===== config.mk =====
export PLATFORM = sky130hd
export DESIGN_NAME = host_regs
export DESIGN_NICKNAME = d
export VERILOG_FILES = /design/src/verilog/host_pkg.sv /design/src/verilog/neuro_pkg.sv /design/src/verilog/host_regs.sv
export VERILOG_INCLUDE_DIRS = /design/src /design/src/verilog
export SDC_FILE = /design/constraint.sdc
export NUM_CORES = 1
export LEC_CHECK = 0
export ABC_AREA = 0
export BUFFER_PORTS_ARGS = -buffer_cell sky130_fd_sc_hd__buf_2
export CAP_MARGIN = 20
export CORE_UTILIZATION = 50
export CTS_CLUSTER_SIZE = 24
export DETAILED_ROUTE_END_ITERATION = 7
export GPL_TIMING_DRIVEN = 0
export PLACE_DENSITY = 0.81
export SYNTH_ARGS = -nofsm -noshare
export SYNTH_HDL_FRONTEND = slang
export SYNTH_SLANG_ARGS = --single-unit

===== constraint.sdc =====
create_clock -name ep50trig -period 2.9 [get_ports ep50trig]
set_clock_uncertainty 0.1 [all_clocks]
set_input_delay 0.29 -clock ep50trig [delete_from_list [all_inputs] [get_ports ep50trig]]
set_output_delay 0.29 -clock ep50trig [all_outputs]
set_load 0.02 [all_outputs]

===== src/verilog/neuro_cfg.svh =====
`ifndef NEURO_CFG_SVH
`define NEURO_CFG_SVH

// pool size, 64 motor neurons
`define NEURO_NN_LOG        6
`define NEURO_NN            (1 << `NEURO_NN_LOG)

// datapath widths
`define NEURO_SAMPLE_W      16
`define NEURO_POT_W         26
`define NEURO_GAIN_SHIFT    8
`define NEURO_CNT_W         32

// waveform memory, last slot stays unused
`define NEURO_WAVE_DEPTH    256
`define NEURO_WAVE_AW       8

// parameter reset values
`define NEURO_RST_GAIN      16'd256
`define NEURO_RST_THR_BASE  16'd4000
`define NEURO_RST_THR_STEP  16'd500
// 0.9 in Q16
`define NEURO_RST_OVR_LEN   16'd58982
`define NEURO_RST_OVR_EN    1'b1

// word addresses on the host bus
`define NEURO_REG_CTRL         4'd0
`define NEURO_REG_SRC          4'd1
`define NEURO_REG_GAIN         4'd2
`define NEURO_REG_THR_BASE     4'd3
`define NEURO_REG_THR_STEP     4'd4
`define NEURO_REG_WAVE_DATA    4'd5
`define NEURO_REG_WAVE_CLEAR   4'd6
`define NEURO_REG_STATUS       4'd7
`define NEURO_REG_SPIKE_TOTAL  4'd8
`define NEURO_REG_RECRUITED    4'd9

`endif


===== src/verilog/host_pkg.sv =====
`default_nettype none

package host_pkg;

    ////////////////////////////////////////////////////////////////////
    // wishbone classic, word addressed, 32 bit data
    ////////////////////////////////////////////////////////////////////

    // master to slave, held until ack
    typedef struct packed {
        logic        cyc;
        logic        stb;
        logic        we;
        // word address
        logic [3:0]  adr;
        logic [31:0] dat;
    } wb_req_t;

    // slave to master
    typedef struct packed {
        logic        ack;
        // read data, valid with ack
        logic [31:0] dat;
    } wb_rsp_t;

endpackage

`default_nettype wire


===== src/verilog/neuro_pkg.sv =====
`default_nettype none

`include "neuro_cfg.svh"

package neuro_pkg;

    ////////////////////////////////////////////////////////////////////
    // simulation datapath types
    ////////////////////////////////////////////////////////////////////

    // muscle length, unsigned, 1.0 = 65536
    typedef logic [`NEURO_SAMPLE_W-1:0] sample_t;

    // pool parameters from the host
    typedef struct packed {
        // drive = len * gain >> 8, 256 is unity
        logic [15:0] gain;
        // threshold of neuron i is thr_base + i * thr_step
        logic [15:0] thr_base;
        logic [15:0] thr_step;
        // constant length instead of the waveform
        logic        override_en;
        sample_t     override_len;
    } pool_cfg_t;

    // one spike, at most one per cycle
    typedef struct packed {
        logic                     valid;
        logic [`NEURO_NN_LOG-1:0] id;
    } spike_evt_t;

endpackage

`default_nettype wire


===== src/verilog/host_regs.sv =====
`default_nettype none

`include "neuro_cfg.svh"

module host_regs
(
    input  wire                       ep50trig,
    input  wire                       reset_global,
    input  wire host_pkg::wb_req_t    i_wb,
    output host_pkg::wb_rsp_t         o_wb,
    output neuro_pkg::pool_cfg_t      o_cfg,
    output logic                      o_burst_start,
    output logic [15:0]               o_sweeps,
    output logic                      o_wave_push,
    output logic                      o_wave_clear,
    output neuro_pkg::sample_t        o_wave_data,
    input  wire                       i_busy,
    input  wire [`NEURO_WAVE_AW-1:0]  i_wave_len,
    input  wire [`NEURO_CNT_W-1:0]    i_total,
    input  wire [`NEURO_NN_LOG:0]     i_recruited
);

    // new cycle seen, not yet acked
    logic        access;
    logic        wr_en;
    logic        ack_q;
    logic [31:0] rd_mux;
    logic [31:0] rdat_q;

    assign access = i_wb.cyc && i_wb.stb && !ack_q;
    assign wr_en  = access && i_wb.we;
    assign o_wb   = '{ack: ack_q, dat: rdat_q};

    //////////////////////////////////////////////////////////////////////
    // read mux
    //////////////////////////////////////////////////////////////////////
    always_comb
    begin
        case (i_wb.adr)
            `NEURO_REG_CTRL:        rd_mux = {16'd0, o_sweeps};
            `NEURO_REG_SRC:         rd_mux = {15'd0, o_cfg.override_en, o_cfg.override_len};
            `NEURO_REG_GAIN:        rd_mux = {16'd0, o_cfg.gain};
            `NEURO_REG_THR_BASE:    rd_mux = {16'd0, o_cfg.thr_base};
            `NEURO_REG_THR_STEP:    rd_mux = {16'd0, o_cfg.thr_step};
            // busy in bit 0, wave length in 15:8
            `NEURO_REG_STATUS:      rd_mux = {16'd0, i_wave_len, 7'd0, i_busy};
            `NEURO_REG_SPIKE_TOTAL: rd_mux = i_total;
            `NEURO_REG_RECRUITED:   rd_mux = {{(31 - `NEURO_NN_LOG){1'b0}}, i_recruited};
            default:                rd_mux = 32'd0;
        endcase
    end

    //////////////////////////////////////////////////////////////////////
    // handshake, command pulses, parameter registers
    //////////////////////////////////////////////////////////////////////
    always_ff @(posedge ep50trig)
    begin
        if (reset_global)
        begin
            ack_q              <= 1'b0;
            o_burst_start      <= 1'b0;
            o_wave_push        <= 1'b0;
            o_wave_clear       <= 1'b0;
            o_sweeps           <= 16'd0;
            o_cfg.gain         <= `NEURO_RST_GAIN;
            o_cfg.thr_base     <= `NEURO_RST_THR_BASE;
            o_cfg.thr_step     <= `NEURO_RST_THR_STEP;
            o_cfg.override_en  <= `NEURO_RST_OVR_EN;
            o_cfg.override_len <= `NEURO_RST_OVR_LEN;
        end
        else
        begin
            // one ack per request, drops with stb
            ack_q         <= access;
            // start ignored during a burst
            o_burst_start <= wr_en && (i_wb.adr == `NEURO_REG_CTRL) && !i_busy;
            o_wave_push   <= wr_en && (i_wb.adr == `NEURO_REG_WAVE_DATA);
            o_wave_clear  <= wr_en && (i_wb.adr == `NEURO_REG_WAVE_CLEAR);
            if (wr_en)
            begin
                case (i_wb.adr)
                    `NEURO_REG_CTRL:
                    begin
                        if (!i_busy)
                        begin
                            o_sweeps <= i_wb.dat[15:0];
                        end
                    end
                    `NEURO_REG_SRC:
                    begin
                        o_cfg.override_en  <= i_wb.dat[16];
                        o_cfg.override_len <= i_wb.dat[15:0];
                    end
                    `NEURO_REG_GAIN:     o_cfg.gain     <= i_wb.dat[15:0];
                    `NEURO_REG_THR_BASE: o_cfg.thr_base <= i_wb.dat[15:0];
                    `NEURO_REG_THR_STEP: o_cfg.thr_step <= i_wb.dat[15:0];
                    default:
                    begin
                    end
                endcase
            end
        end
    end

    // read data and pushed sample
    always_ff @(posedge ep50trig)
    begin
        if (access)
        begin
            rdat_q <= rd_mux;
        end
        if (wr_en && (i_wb.adr == `NEURO_REG_WAVE_DATA))
        begin
            o_wave_data <= i_wb.dat[`NEURO_SAMPLE_W-1:0];
        end
    end

    // master keeps stb up until it sees ack
    assert property (@(posedge ep50trig) disable iff (reset_global)
        ack_q |-> i_wb.stb);

endmodule

`default_nettype wire


======== Word-level counts from Yosys, hierarchy flattened ========
Index checks and enable logic that the tools add are counted.
storage, ports and cells
  logic and storage cells ................. 38
  output and inout port bits .............. 133
  register bits after elaboration ......... 133
cells by class
  eq/ne operators ......................... 9
  reduce and logical (&&, ||, !) cells .... 15
  mux-type cells .......................... 1
  bitwise logic cells ..................... 1
operators by type and width
  kind                number
  $pmux 32 s8         1
  $eq 4x3->1 const B  4
  $eq 4x2->1 const B  2
  $eq 4x4->1 const B  2
  $reduce_and 2->1    4
  $logic_and 1x1->1   7
  $eq 4x1->1 const B  1
  $logic_not 4->1     1
  $reduce_and 3->1    1
  $logic_not 1->1     2
  $not 1->1           1

======== Longest topological paths before layout ========
Gate-level depths: netlist of run 1.
  word-level depth ........................ 5
  depth in mapped cells ................... 6

======== Least setup slack after synthesis of run 1 ========
No wires, ideal clock.
  path kind ............................... register to register
  start ................................... register ack_q
  end ..................................... register o_wave_data[0] (enable)
  setup slack ............................. 0.664 ns
  library setup time ...................... 0.388 ns
  cell stages (with the launch flop) ...... 6
  arrival ................................. 1.748 ns
  cell sequence ........................... dfxtp_1 and4b_1 clkbuf_2 buf_2 nand2_1 nor2_1
on the way
  word-level cells in the longest chain between the ends .. 4
ends and longest elaborated chain
  item                    line              RTL
  from (decl)             host_regs.sv:26   logic ack_q;
  from (signal assigned)  host_regs.sv:74   ack_q <= access;
  $logic_not 1->1         host_regs.sv:30   assign access = i_wb.cyc && i_wb.stb && !ack_q;
  $logic_and 1x1->1       host_regs.sv:30
  $logic_and 1x1->1       host_regs.sv:31   assign wr_en = access && i_wb.we;
  $logic_and 1x1->1       host_regs.sv:112  if (wr_en && (i_wb.adr == `NEURO_REG_WAVE_DATA))
  to (signal assigned)    host_regs.sv:114  o_wave_data <= i_wb.dat[`NEURO_SAMPLE_W-1:0];
  to (decl)               host_regs.sv:16   output neuro_pkg::sample_t o_wave_data,
Every way passes these cells.
A chain may end at the register's enable or synchronous reset.

======== Worst setup path in the final report of run 1 ========
  start ................................... register ack_q
  end ..................................... register o_wave_data[6] (enable)
The elaborated chain is that of the path after synthesis.

==> results_tabular.tex, run 1 <==
\begin{tabular}{lr}
\hline
Metric & Value \\
\hline
\multicolumn{2}{l}{\textbf{Critical path}} \\
Crit path buf inv count & 3 \\
Internal reg-to-reg setup slack & approximately 0.35 ns \\
Critical setup path kind & reg -> reg \\
Launching element type of the critical path & register \\
Worst Setup End Kind & register \\
FF-to-FF Start & ack\_q \\
Largest stage delay on the critical path & approximately 0.43 ns \\
Required time of the critical path & between 2 and 3 ns \\
Cells along the critical path & and4b\_1, clkbuf\_2, buf\_2, nand2\_1, nor2\_2, buf\_16 \\
Data arrival time at the worst-slack endpoint & between 2 and 3 ns \\
Crit Path Max Fanout & 11 \\
Critical path's top delay family & simple AND/OR/NAND/NOR gates \\
R2R depth & 6 \\
Max stage delay cell, worst path & sky130\_fd\_sc\_hd\_\_nor2\_2 \\
Endpoint of the most critical register-to-register path & o\_wave\_data[6] \\
\multicolumn{2}{l}{\textbf{STA}} \\
Number of max-slew violations in the final report & 0 \\
Total negative slack & 0 ns \\
RSZ-0062 raised after global routing & false \\
Final count of negative-setup-slack endpoints & 0 \\
Maximum frequency from static timing analysis & roughly 0.4 GHz \\
Least-Margin Pin Slew & just over 0.8 ns \\
Fraction of the cycle the final worst path needs & about nine tenths \\
Final hold violations & 0 \\
Min Tclk post-route & $\sim$2.6 ns \\
Worst slew margin relative to its limit & 45.5\% \\
\multicolumn{2}{l}{\textbf{Power and ir drop}} \\
Total power per unit cell area & 560 nW/um\^{}2 \\
Power after layout & 4.39 mW \\
Maximum vdd ir drop & 0.293 mV \\
Leak Pwr & 3.46 nW \\
\multicolumn{2}{l}{\textbf{Detailed routing}} \\
DRC & 19 \\
Initial DRC count & between 500 and 600 \\
Final antenna-violating net count & 0 \\
Post-detailed-route wirelength per cell & roughly 23 um \\
Detailed Routing Iterations Pass 1 & 8 \\
Wirelength, routed & about 21000 um \\
Via density per instance & roughly 6 \\
Number of vias after detailed routing & around 5600 \\
\multicolumn{2}{l}{\textbf{Clocking}} \\
Clock input transition at the sequential cells of the worst setup and hold paths & around 0.060 ns \\
Number of H-tree levels & 4 \\
Number of clock sinks & $\sim$130 \\
Number of buffers inserted to repair setup after CTS & 0 \\
Clk root buf & sky130\_fd\_sc\_hd\_\_clkbuf\_16 \\
Longest Clk Path Bufs & 2 \\
Worst-Skew Late Latency & around 0.42 ns \\
TritonCTS clock tree & yes \\
Number of CTS-inserted buffers & 17 \\
\multicolumn{2}{l}{\textbf{Die}} \\
Die X-Extent & approximately 110 um \\
Total I/O pin count & around 220 \\
Total die area & 12400 sq um \\
Die boundary height & 112 um \\
Core region area & 11600 sq um \\
Effective utilization at floorplan & 51.9\% \\
Placement Rows & 39 \\
\multicolumn{2}{l}{\textbf{Synthesis}} \\
Synth async-reset ratio & 0\% \\
Sequential share of the synthesized area & 52.4\% \\
Synth top area share & $\sim$28\% \\
Top cell types by occurrence after synthesis & sky130\_fd\_sc\_hd\_\_dfxtp\_1, sky130\_fd\_sc\_hd\_\_nand2b\_1, sky130\_fd\_sc\_hd\_\_mux2i\_1 \\
Largest cells by area after synthesis & sky130\_fd\_sc\_hd\_\_dfxtp\_1, sky130\_fd\_sc\_hd\_\_edfxtp\_1, sky130\_fd\_sc\_hd\_\_mux2i\_1 \\
Count of cell types in the netlist & 47 \\
Post-synthesis cell count & 539 \\
Ys flop type & sky130\_fd\_sc\_hd\_\_dfxtp\_1 \\
Cell with the most instances after synthesis & sky130\_fd\_sc\_hd\_\_dfxtp\_1 \\
Warning count from the yosys run & 0 \\
Post-synthesis cell type with the largest combined area & sky130\_fd\_sc\_hd\_\_dfxtp\_1 \\
Syn Nets & 628 \\
Syn\_area\_per\_cell & approximately 11 sq um \\
Area of the mapped netlist & $\sim$6000 sq um \\
Post-synthesis register bit count & 133 \\
Number of synthesized flops with an enable pin & 48 \\
\multicolumn{2}{l}{\textbf{GRT}} \\
Number of global-route vias before repair & $\sim$5500 \\
Tot GR Track Use & approximately a third \\
Remaining global-route overflow & 0 \\
Largest net degree at the start of global routing & 25 \\
Global-route wire length before repair & 31100 um \\
Initial antenna violation count & 1 \\
\multicolumn{2}{l}{\textbf{Worst hold path}} \\
Hold-critical path endpoint & o\_wave\_data[2] \\
Hold WC Path Type & in -> reg \\
Instance count along the most critical hold path & 1 \\
Min-Delay Startpoint & i\_wb[2] \\
\multicolumn{2}{l}{\textbf{Run status}} \\
Run status & finished, violations left \\
Violated checks & design-rule violations \\
\multicolumn{2}{l}{\textbf{Placement}} \\
Final weighted congestion in routability-driven placement & slightly below 0.9 \\
Placed cell count & about 890 \\
Estimated wirelength of the detail-placed design & 14600 um \\
Port bufs & $\sim$200 \\
\multicolumn{2}{l}{\textbf{Job}} \\
Number of violations of the max-capacitance limit & 0 \\
\multicolumn{2}{l}{\textbf{Cells and area}} \\
Fin cells & roughly 900 \\
Area of the multi-input gates & between 2000 and 3000 sq um \\
Area delta synth->final & 30.6\% \\
Number of filler cells placed in the layout & 894 \\
Area of all sequential standard cells & 3140 sq um \\
NumNets Final & approximately 850 \\
Proportion of layout cells with a drive suffix above 1 & between 30 and 40\% \\
Ant. Diodes & 0 \\
\hline
\end{tabular}
[how the worst max path moves through the flow]
stage / cells after the start / slack, ns / endpoint / start
3_3_place_gp: 6 / -0.55 / o_wave_data[10] / i_wb[34]
6_report: 6 / 0.35 / o_wave_data[6] / ack_q
4_1_cts: 6 / 0.39 / o_wave_data[9] / ack_q
5_1_grt: 6 / 0.31 / o_wave_data[8] / ack_q
3_5_place_dp: 7 / 0.32 / o_wave_data[15] / i_wb[34]
2_1_floorplan: 5 / 0.66 / o_wave_data[0] / ack_q
[kinds of logic after synthesis]
logic type	count (synthesis)	synth area share, %
AOI/OAI and AO/OA	111	12.7
and+or+nand+nor	184	19.6
DFF	133	52.4
buffers and inverters	47	3.98
muxes	64	11.2
[final cells by class]
type                    instances  area share, %
plain buffers                  46           3.00
clock buffers                  25           6.59
clock inverters                 7          0.559
inverters                       1         0.0479
multi-input cells             359           33.5
flip-flops and latches        133           40.1
well taps                     143           2.28
repair buffers                207           13.9
[power breakdown]
group | switching [mW] | total [mW] | internal (mW)
combinational | 0.237 | 0.372 | 0.135
sequential | 0.0108 | 1.97 | 1.96
clock | 0.809 | 2.04 | 1.23
total | 1.06 | 4.39 | 3.33
[stage by stage]
step	worst slack (ns)	utilization, %	instance area [sq um]	hold WS (ns)
2_1_floorplan	0.664	-	6000	0.289
3_3_place_gp	-0.550	62.2	7190	0.369
3_5_place_dp	0.318	62.7	7250	0.380
4_1_cts	0.395	67.8	7840	0.00338
5_1_grt	0.305	67.8	7840	0.0126
6_report	0.348	67.8	7840	0.00823
[repair_timing]
item                                   in CTS  in global routing
endpoints found under the hold margin       3                  0
hold buffers                                3                  0
resized for setup                           0                  0
[layout by cell type (no fill, tap or decap), types with 4 or more instances in the layout]
master,instances
sky130_fd_sc_hd__buf_2,214
sky130_fd_sc_hd__dfxtp_1,85
sky130_fd_sc_hd__nand2b_1,61
sky130_fd_sc_hd__mux2i_1,49
sky130_fd_sc_hd__edfxtp_1,48
sky130_fd_sc_hd__a22oi_1,35
sky130_fd_sc_hd__clkbuf_1,28
sky130_fd_sc_hd__o21ai_0,23
sky130_fd_sc_hd__and3_1,21
sky130_fd_sc_hd__a21oi_1,20
sky130_fd_sc_hd__nand3_1,19
sky130_fd_sc_hd__clkbuf_16,18
sky130_fd_sc_hd__nor2_1,16
sky130_fd_sc_hd__a211o_1,16
sky130_fd_sc_hd__and2_1,15
sky130_fd_sc_hd__mux2_2,14
sky130_fd_sc_hd__and3b_1,10
sky130_fd_sc_hd__o221ai_1,10
sky130_fd_sc_hd__nor2b_1,7
sky130_fd_sc_hd__nand2_1,7
sky130_fd_sc_hd__buf_4,4
sky130_fd_sc_hd__nor3_1,4
sky130_fd_sc_hd__clkbuf_8,4
[registers in the layout, indices dropped and copies added (netlist names)]
signal and flops:
o_cfg 65, rdat_q 32, o_sweeps 16, o_wave_data 16, ack_q 1, o_burst_start 1
o_wave_clear 1, o_wave_push 1
[layer usage]
layer  wire, um  track usage (%)  vias up
li1           -                -     2446
met4        969             17.2        2
met5         13                0        -
met3       2190             9.15       79
met1       7940             41.1     2656
met2       9840             54.6      396
Power figures use the tool's default switching activity.
==> inputs of run 2 (changes only) <==
--- a/config.mk
+++ b/config.mk
@@ -9,11 +9,12 @@
 export ABC_AREA = 0
 export BUFFER_PORTS_ARGS = -buffer_cell sky130_fd_sc_hd__buf_2
 export CAP_MARGIN = 20
-export CORE_UTILIZATION = 50
+export CORE_UTILIZATION = 51
+export CTS_BUF_LIST = sky130_fd_sc_hd__clkbuf_8
 export CTS_CLUSTER_SIZE = 24
 export DETAILED_ROUTE_END_ITERATION = 7
 export GPL_TIMING_DRIVEN = 0
-export PLACE_DENSITY = 0.81
+export PLACE_DENSITY = 0.82
 export SYNTH_ARGS = -nofsm -noshare
 export SYNTH_HDL_FRONTEND = slang
 export SYNTH_SLANG_ARGS = --single-unit
==> results_tabular.tex, run 2 (synthesized netlist as in run 1, its figures left out) <==
\begin{tabular}{lr}
\hline
Metric & Value \\
\hline
\multicolumn{2}{l}{\textbf{Critical path}} \\
Max stage delay cell, worst path & sky130\_fd\_sc\_hd\_\_nor2\_2 \\
Cells along the critical path & and4b\_1, clkbuf\_2, buf\_2, nand2\_1, nor2\_2, buf\_16 \\
Crit path buf inv count & 3 \\
Critical setup path kind & reg -> reg \\
FF-to-FF Start & ack\_q \\
Internal reg-to-reg setup slack & 0.40 ns \\
Required time of the critical path & between 2 and 3 ns \\
Endpoint of the most critical register-to-register path & o\_wave\_data[2] \\
Worst Setup End Kind & register \\
Critical path's top delay family & simple AND/OR/NAND/NOR gates \\
Largest stage delay on the critical path & 0.44 ns \\
R2R depth & 6 \\
Data arrival time at the worst-slack endpoint & between 2 and 3 ns \\
Crit Path Max Fanout & 12 \\
Launching element type of the critical path & register \\
\multicolumn{2}{l}{\textbf{STA}} \\
Least-Margin Pin Slew & a little over 0.8 ns \\
RSZ-0062 raised after global routing & false \\
Worst slew margin relative to its limit & 45.8\% \\
Maximum frequency from static timing analysis & between 0.4 and 0.5 GHz \\
Fraction of the cycle the final worst path needs & between 80\% and 90\% \\
Final count of negative-setup-slack endpoints & 0 \\
Min Tclk post-route & roughly 2.5 ns \\
Number of max-slew violations in the final report & 0 \\
Final hold violations & 0 \\
\multicolumn{2}{l}{\textbf{Power and ir drop}} \\
Total power per unit cell area & 491 nW/um\^{}2 \\
Maximum vdd ir drop & around 0.3 mV \\
Leak Pwr & between 3 and 4 nW \\
\multicolumn{2}{l}{\textbf{Cells and area}} \\
Area delta synth->final & 29.2\% \\
Number of filler cells placed in the layout & 899 \\
NumNets Final & just under 900 \\
Most common library cell in the layout ignoring fill and taps & sky130\_fd\_sc\_hd\_\_buf\_2 \\
Ant. Diodes & 0 \\
Final core occ & about two thirds \\
Proportion of layout cells with a drive suffix above 1 & a little over a third \\
Commonest cells after routing, fill and taps aside & sky130\_fd\_sc\_hd\_\_buf\_2, sky130\_fd\_sc\_hd\_\_dfxtp\_1, sky130\_fd\_sc\_hd\_\_nand2b\_1 \\
Final standard cell area without fillers & between 7000 and 8000 sq um \\
Max reg flops & 65 \\
Top reg by flops & o\_cfg \\
Biggest regs & o\_cfg: 65 flops, rdat\_q: 32 flops \\
\multicolumn{2}{l}{\textbf{Worst hold path}} \\
Min-Delay Startpoint & i\_total[20] \\
Hold WC Path Type & in -> reg \\
Hold-critical path endpoint & rdat\_q[20] \\
Instance count along the most critical hold path & 2 \\
\multicolumn{2}{l}{\textbf{Clocking}} \\
Clk root buf & sky130\_fd\_sc\_hd\_\_clkbuf\_8 \\
Number of CTS-inserted buffers & 17 \\
Longest Clk Path Bufs & 2 \\
Number of H-tree levels & 4 \\
Clock input transition at the sequential cells of the worst setup and hold paths & 0.08 ns \\
TritonCTS clock tree & yes \\
Worst-Skew Late Latency & 0.44 ns \\
Number of clock sinks & approximately 130 \\
Number of buffers inserted to repair setup after CTS & 0 \\
Number of gates resized after CTS & 0 \\
\multicolumn{2}{l}{\textbf{Die}} \\
Total die area & approximately 12000 sq um \\
Total I/O pin count & 222 \\
Die X-Extent & 110 um \\
Die boundary height & approximately 110 um \\
Core region area & roughly 11000 sq um \\
Placement Rows & 39 \\
Effective utilization at floorplan & 52.5\% \\
\multicolumn{2}{l}{\textbf{Run status}} \\
Run status & completed \\
\multicolumn{2}{l}{\textbf{GRT}} \\
Remaining global-route overflow & 0 \\
Number of global-route vias before repair & $\sim$5600 \\
Global-route wire length before repair & slightly above 30000 um \\
Initial antenna violation count & 0 \\
Largest net degree at the start of global routing & 25 \\
Tot GR Track Use & approximately a third \\
\multicolumn{2}{l}{\textbf{Detailed routing}} \\
Detailed Routing Iterations Pass 1 & 6 \\
Wirelength, routed & 20500 um \\
Final antenna-violating net count & 0 \\
Number of vias after detailed routing & between 5000 and 6000 \\
Post-detailed-route wirelength per cell & roughly 22 um \\
DRC & 0 \\
Via density per instance & approximately 6.1 \\
Initial DRC count & $\sim$530 \\
\multicolumn{2}{l}{\textbf{Placement}} \\
Final weighted congestion in routability-driven placement & between 0.9 and 1 \\
Post-Place Cell Area & 7250 sq um \\
Port bufs & about 200 \\
Estimated wirelength of the detail-placed design & 14600 um \\
\multicolumn{2}{l}{\textbf{Job}} \\
Number of violations of the max-capacitance limit & 0 \\
\hline
\end{tabular}
[run 2: cell type report]
class	count	area, sq um	area share (%)
plain buffers	46	235	3.04
well taps	143	179	2.31
repair buffers	218	1200	15.5
flip-flops and latches	133	3140	40.6
multi-input cells	359	2630	33.9
inverters	1	3.75	0.0484
clock inverters	15	130	1.68
clock buffers	17	234	3.02
[run 2: metrics by stage]
| step | setup slack (ns) | total power, mW | hold slack, ns | TNS, ns | instances |
|---|---|---|---|---|---|
| finish | 0.400 | 3.80 | 0.0239 | 0 | 932 |
| global route | 0.365 | 3.93 | 0.0102 | 0 | 932 |
| CTS | 0.468 | 3.80 | 0.00526 | 0 | 932 |
| detailed placement | 0.385 | 2.37 | 0.376 | 0 | 886 |
| global placement | -0.516 | 2.36 | 0.368 | -19.90 | 884 |
| floorplan | 0.664 | 2.21 | 0.289 | 0 | 539 |
[run 2: how the worst max path moves through the flow]
| stage | from | slack, ns | cells after the start | to |
|---|---|---|---|---|
| 2_1_floorplan | ack_q | 0.66 | 5 | o_wave_data[0] |
| 3_3_place_gp | i_wb[34] | -0.52 | 6 | o_wave_data[10] |
| 3_5_place_dp | i_wb[34] | 0.38 | 7 | o_wave_data[10] |
| 4_1_cts | ack_q | 0.47 | 6 | o_wave_data[2] |
| 5_1_grt | ack_q | 0.37 | 6 | o_wave_data[3] |
| 6_report | ack_q | 0.40 | 6 | o_wave_data[2] |
[run 2: per-layer routing]
metal | vias up | share of wire [%] | wire [um] | track usage [%]
li1 | 2473 | - | - | -
met5 | - | 0 | 0 | 0
met1 | 2753 | 38 | 7810 | 41.5
met4 | 0 | 3.8 | 781 | 15.6
met3 | 58 | 11 | 2270 | 9.11
met2 | 408 | 47 | 9650 | 53.8
[run 2: worst register-to-register path, cell delays in order (launching register included)]
cell and delay, ns:
sky130_fd_sc_hd__dfxtp_1 0.37, sky130_fd_sc_hd__and4b_1 0.37, sky130_fd_sc_hd__clkbuf_2 0.27, sky130_fd_sc_hd__buf_2 0.30, sky130_fd_sc_hd__nand2_1 0.14, sky130_fd_sc_hd__nor2_2 0.44
sky130_fd_sc_hd__buf_16 0.23
[run 2: report_power, final]
part           internal (mW)  switching, mW  total [mW]
Combinational          0.145          0.240       0.385
Sequential              1.96         0.0105        1.97
Clock                  0.678          0.773        1.45
Total                   2.78           1.02        3.80
[run 2: what timing repair did]
action,CTS,global route
endpoints found under the hold margin,14,0
hold buffers,14,0
setup endpoints to repair,0,0
==> inputs of run 3 (changes only) <==
--- a/config.mk
+++ b/config.mk
@@ -15,6 +15,7 @@
 export DETAILED_ROUTE_END_ITERATION = 7
 export GPL_TIMING_DRIVEN = 0
 export PLACE_DENSITY = 0.82
+export REMOVE_ABC_BUFFERS = 1
 export SYNTH_ARGS = -nofsm -noshare
 export SYNTH_HDL_FRONTEND = slang
 export SYNTH_SLANG_ARGS = --single-unit
==> results_tabular.tex, run 3 (synthesized netlist as in run 1, its figures left out) <==
\begin{tabular}{lr}
\hline
Metric & Value \\
\hline
\multicolumn{2}{l}{\textbf{Detailed routing}} \\
Wirelength, routed & approximately 18000 um \\
Via density per instance & approximately 5.9 \\
Initial DRC count & $\sim$390 \\
Post-detailed-route wirelength per cell & between 20 and 25 um \\
Final antenna-violating net count & 0 \\
Number of vias after detailed routing & 5308 \\
Detailed Routing Iterations Pass 1 & 5 \\
DRC & 0 \\
\multicolumn{2}{l}{\textbf{GRT}} \\
Remaining global-route overflow & 0 \\
Initial antenna violation count & 1 \\
Global-route wire length before repair & about 28000 um \\
Tot GR Track Use & between 20\% and 30\% \\
Number of global-route vias before repair & $\sim$5200 \\
Largest net degree at the start of global routing & around 110 \\
\multicolumn{2}{l}{\textbf{Cells and area}} \\
Most common library cell in the layout ignoring fill and taps & sky130\_fd\_sc\_hd\_\_buf\_2 \\
Final core occ & approximately two thirds \\
Top reg by flops & o\_cfg \\
Biggest regs & o\_cfg: 65 flops, rdat\_q: 32 flops \\
Commonest cells after routing, fill and taps aside & sky130\_fd\_sc\_hd\_\_buf\_2, sky130\_fd\_sc\_hd\_\_dfxtp\_1, sky130\_fd\_sc\_hd\_\_nand2b\_1 \\
Area delta synth->final & 28.1\% \\
NumNets Final & 830 \\
Number of filler cells placed in the layout & a little under 900 \\
Max reg flops & 65 \\
Fin cells & approximately 900 \\
Proportion of layout cells with a drive suffix above 1 & between 30\% and 40\% \\
Ant. Diodes & 0 \\
\multicolumn{2}{l}{\textbf{STA}} \\
Worst slew margin relative to its limit & 28.7\% \\
Number of max-slew violations in the final report & 0 \\
Min Tclk post-route & around 2.7 ns \\
Least-Margin Pin Slew & 1.07 ns \\
Maximum frequency from static timing analysis & 0.371 GHz \\
Total negative slack & 0 ns \\
Fraction of the cycle the final worst path needs & 93.1\% \\
Final count of negative-setup-slack endpoints & 0 \\
Final hold violations & 0 \\
RSZ-0062 raised after global routing & false \\
\multicolumn{2}{l}{\textbf{Critical path}} \\
Required time of the critical path & 2.94 ns \\
Largest stage delay on the critical path & between 0.8 and 0.9 ns \\
Cells along the critical path & and4b\_1, buf\_16, nand2\_1, nor2\_2, buf\_8 \\
Crit Path Max Fanout & 21 \\
Critical setup path kind & reg -> reg \\
Max stage delay cell, worst path & sky130\_fd\_sc\_hd\_\_and4b\_1 \\
Launching element type of the critical path & register \\
Data arrival time at the worst-slack endpoint & 2.74 ns \\
Worst Setup End Kind & register \\
\multicolumn{2}{l}{\textbf{Die}} \\
Die boundary height & around 110 um \\
Total die area & between 10000 and 15000 sq um \\
Placement Rows & 39 \\
Die X-Extent & around 110 um \\
Core region area & roughly 11000 sq um \\
Effective utilization at floorplan & between 50\% and 60\% \\
Total I/O pin count & about 220 \\
\multicolumn{2}{l}{\textbf{Power and ir drop}} \\
Leak Pwr & between 3 and 4 nW \\
Maximum vdd ir drop & roughly 0.34 mV \\
Power after layout & just under 4 mW \\
Total power per unit cell area & 512 nW/um\^{}2 \\
\multicolumn{2}{l}{\textbf{Clocking}} \\
Number of CTS-inserted buffers & 17 \\
Clk root buf & sky130\_fd\_sc\_hd\_\_clkbuf\_8 \\
TritonCTS clock tree & yes \\
Longest Clk Path Bufs & 2 \\
Number of clock sinks & approximately 130 \\
Number of H-tree levels & 4 \\
Worst-Skew Late Latency & roughly 0.44 ns \\
Clock input transition at the sequential cells of the worst setup and hold paths & about 0.08 ns \\
Number of buffers inserted to repair setup after CTS & 0 \\
\multicolumn{2}{l}{\textbf{Placement}} \\
Final weighted congestion in routability-driven placement & approximately 0.8 \\
Estimated wirelength of the detail-placed design & 12200 um \\
Placed cell count & 848 \\
Port bufs & approximately 210 \\
\multicolumn{2}{l}{\textbf{Worst hold path}} \\
Hold WC Path Type & in -> reg \\
\multicolumn{2}{l}{\textbf{Job}} \\
Number of violations of the max-capacitance limit & 0 \\
\multicolumn{2}{l}{\textbf{Run status}} \\
Run status & completed \\
\hline
\end{tabular}
## run 3: changes by cell type in the layout (fill, tap and decap cells not counted), sizes merged
cell         change
clkbuf          -25
buf             -11
inv              -3
bufinv           +2
dlygate4sd3      +2
clkinv           +1
clkinvlp         -1
## run 3: final cells by class
cell class,instances,area [sq um],share of cell area (%)
clock buffer,18,248,3.22
clock inverter,14,161,2.10
inverter,1,3.75,0.0489
multi-input combinational,359,2640,34.3
sequential,133,3140,40.9
tap,143,179,2.33
timing repair buffer,229,1310,17.0
## run 3: power breakdown
group / leakage, nW / internal, mW / switching (mW) / total, mW
clock: 0.202 / 0.864 / 0.738 / 1.60
combinational: 2.03 / 0.142 / 0.215 / 0.357
sequential: 1.12 / 1.96 / 0.0107 / 1.97
## run 3: through the flow
stage	hold WS [ns]	instance area, sq um	setup slack, ns
final	0.0260	7680	0.201
after global routing	0.00980	7680	0.0743
after CTS	0.0103	7670	0.0591
after detailed placement	0.374	7100	-0.117
after global placement	0.364	6970	-1.22
after floorplan	0.259	5760	0.270
## run 3: final timing paths
kind | depth (start not counted) | from | endpoint | slack (ns)
hold reg to reg | 2 | o_sweeps[0] | o_sweeps[0] | 0.39
setup / recovery | 5 | ack_q | o_wave_data[7] | 0.20
setup reg to reg | 5 | ack_q | o_wave_data[7] | 0.20
hold / removal | 2 | i_total[17] | rdat_q[17] | 0.03
## run 3: timing repair
item                                    4_1_cts  5_1_grt
hold buffers                                 16        0
gates resized for setup                       0        1
endpoints found under the setup margin        0       12
endpoints found under the hold margin        16        0
## run 3: worst max-delay path: cells and delay by family, from the launching register on
| kind | cells | cell delay, ns |
|---|---|---|
| AND/OR/NAND/NOR | 3 | 1.45 |
| buffers and inverters | 2 | 0.47 |
| flip-flops | 1 | 0.36 |
## run 3: per-layer routing
layer	GRT usage, %	wire [um]
met5	0	10
met4	12.8	500
met3	8.07	1580
met2	49.4	8690
met1	35.4	7370
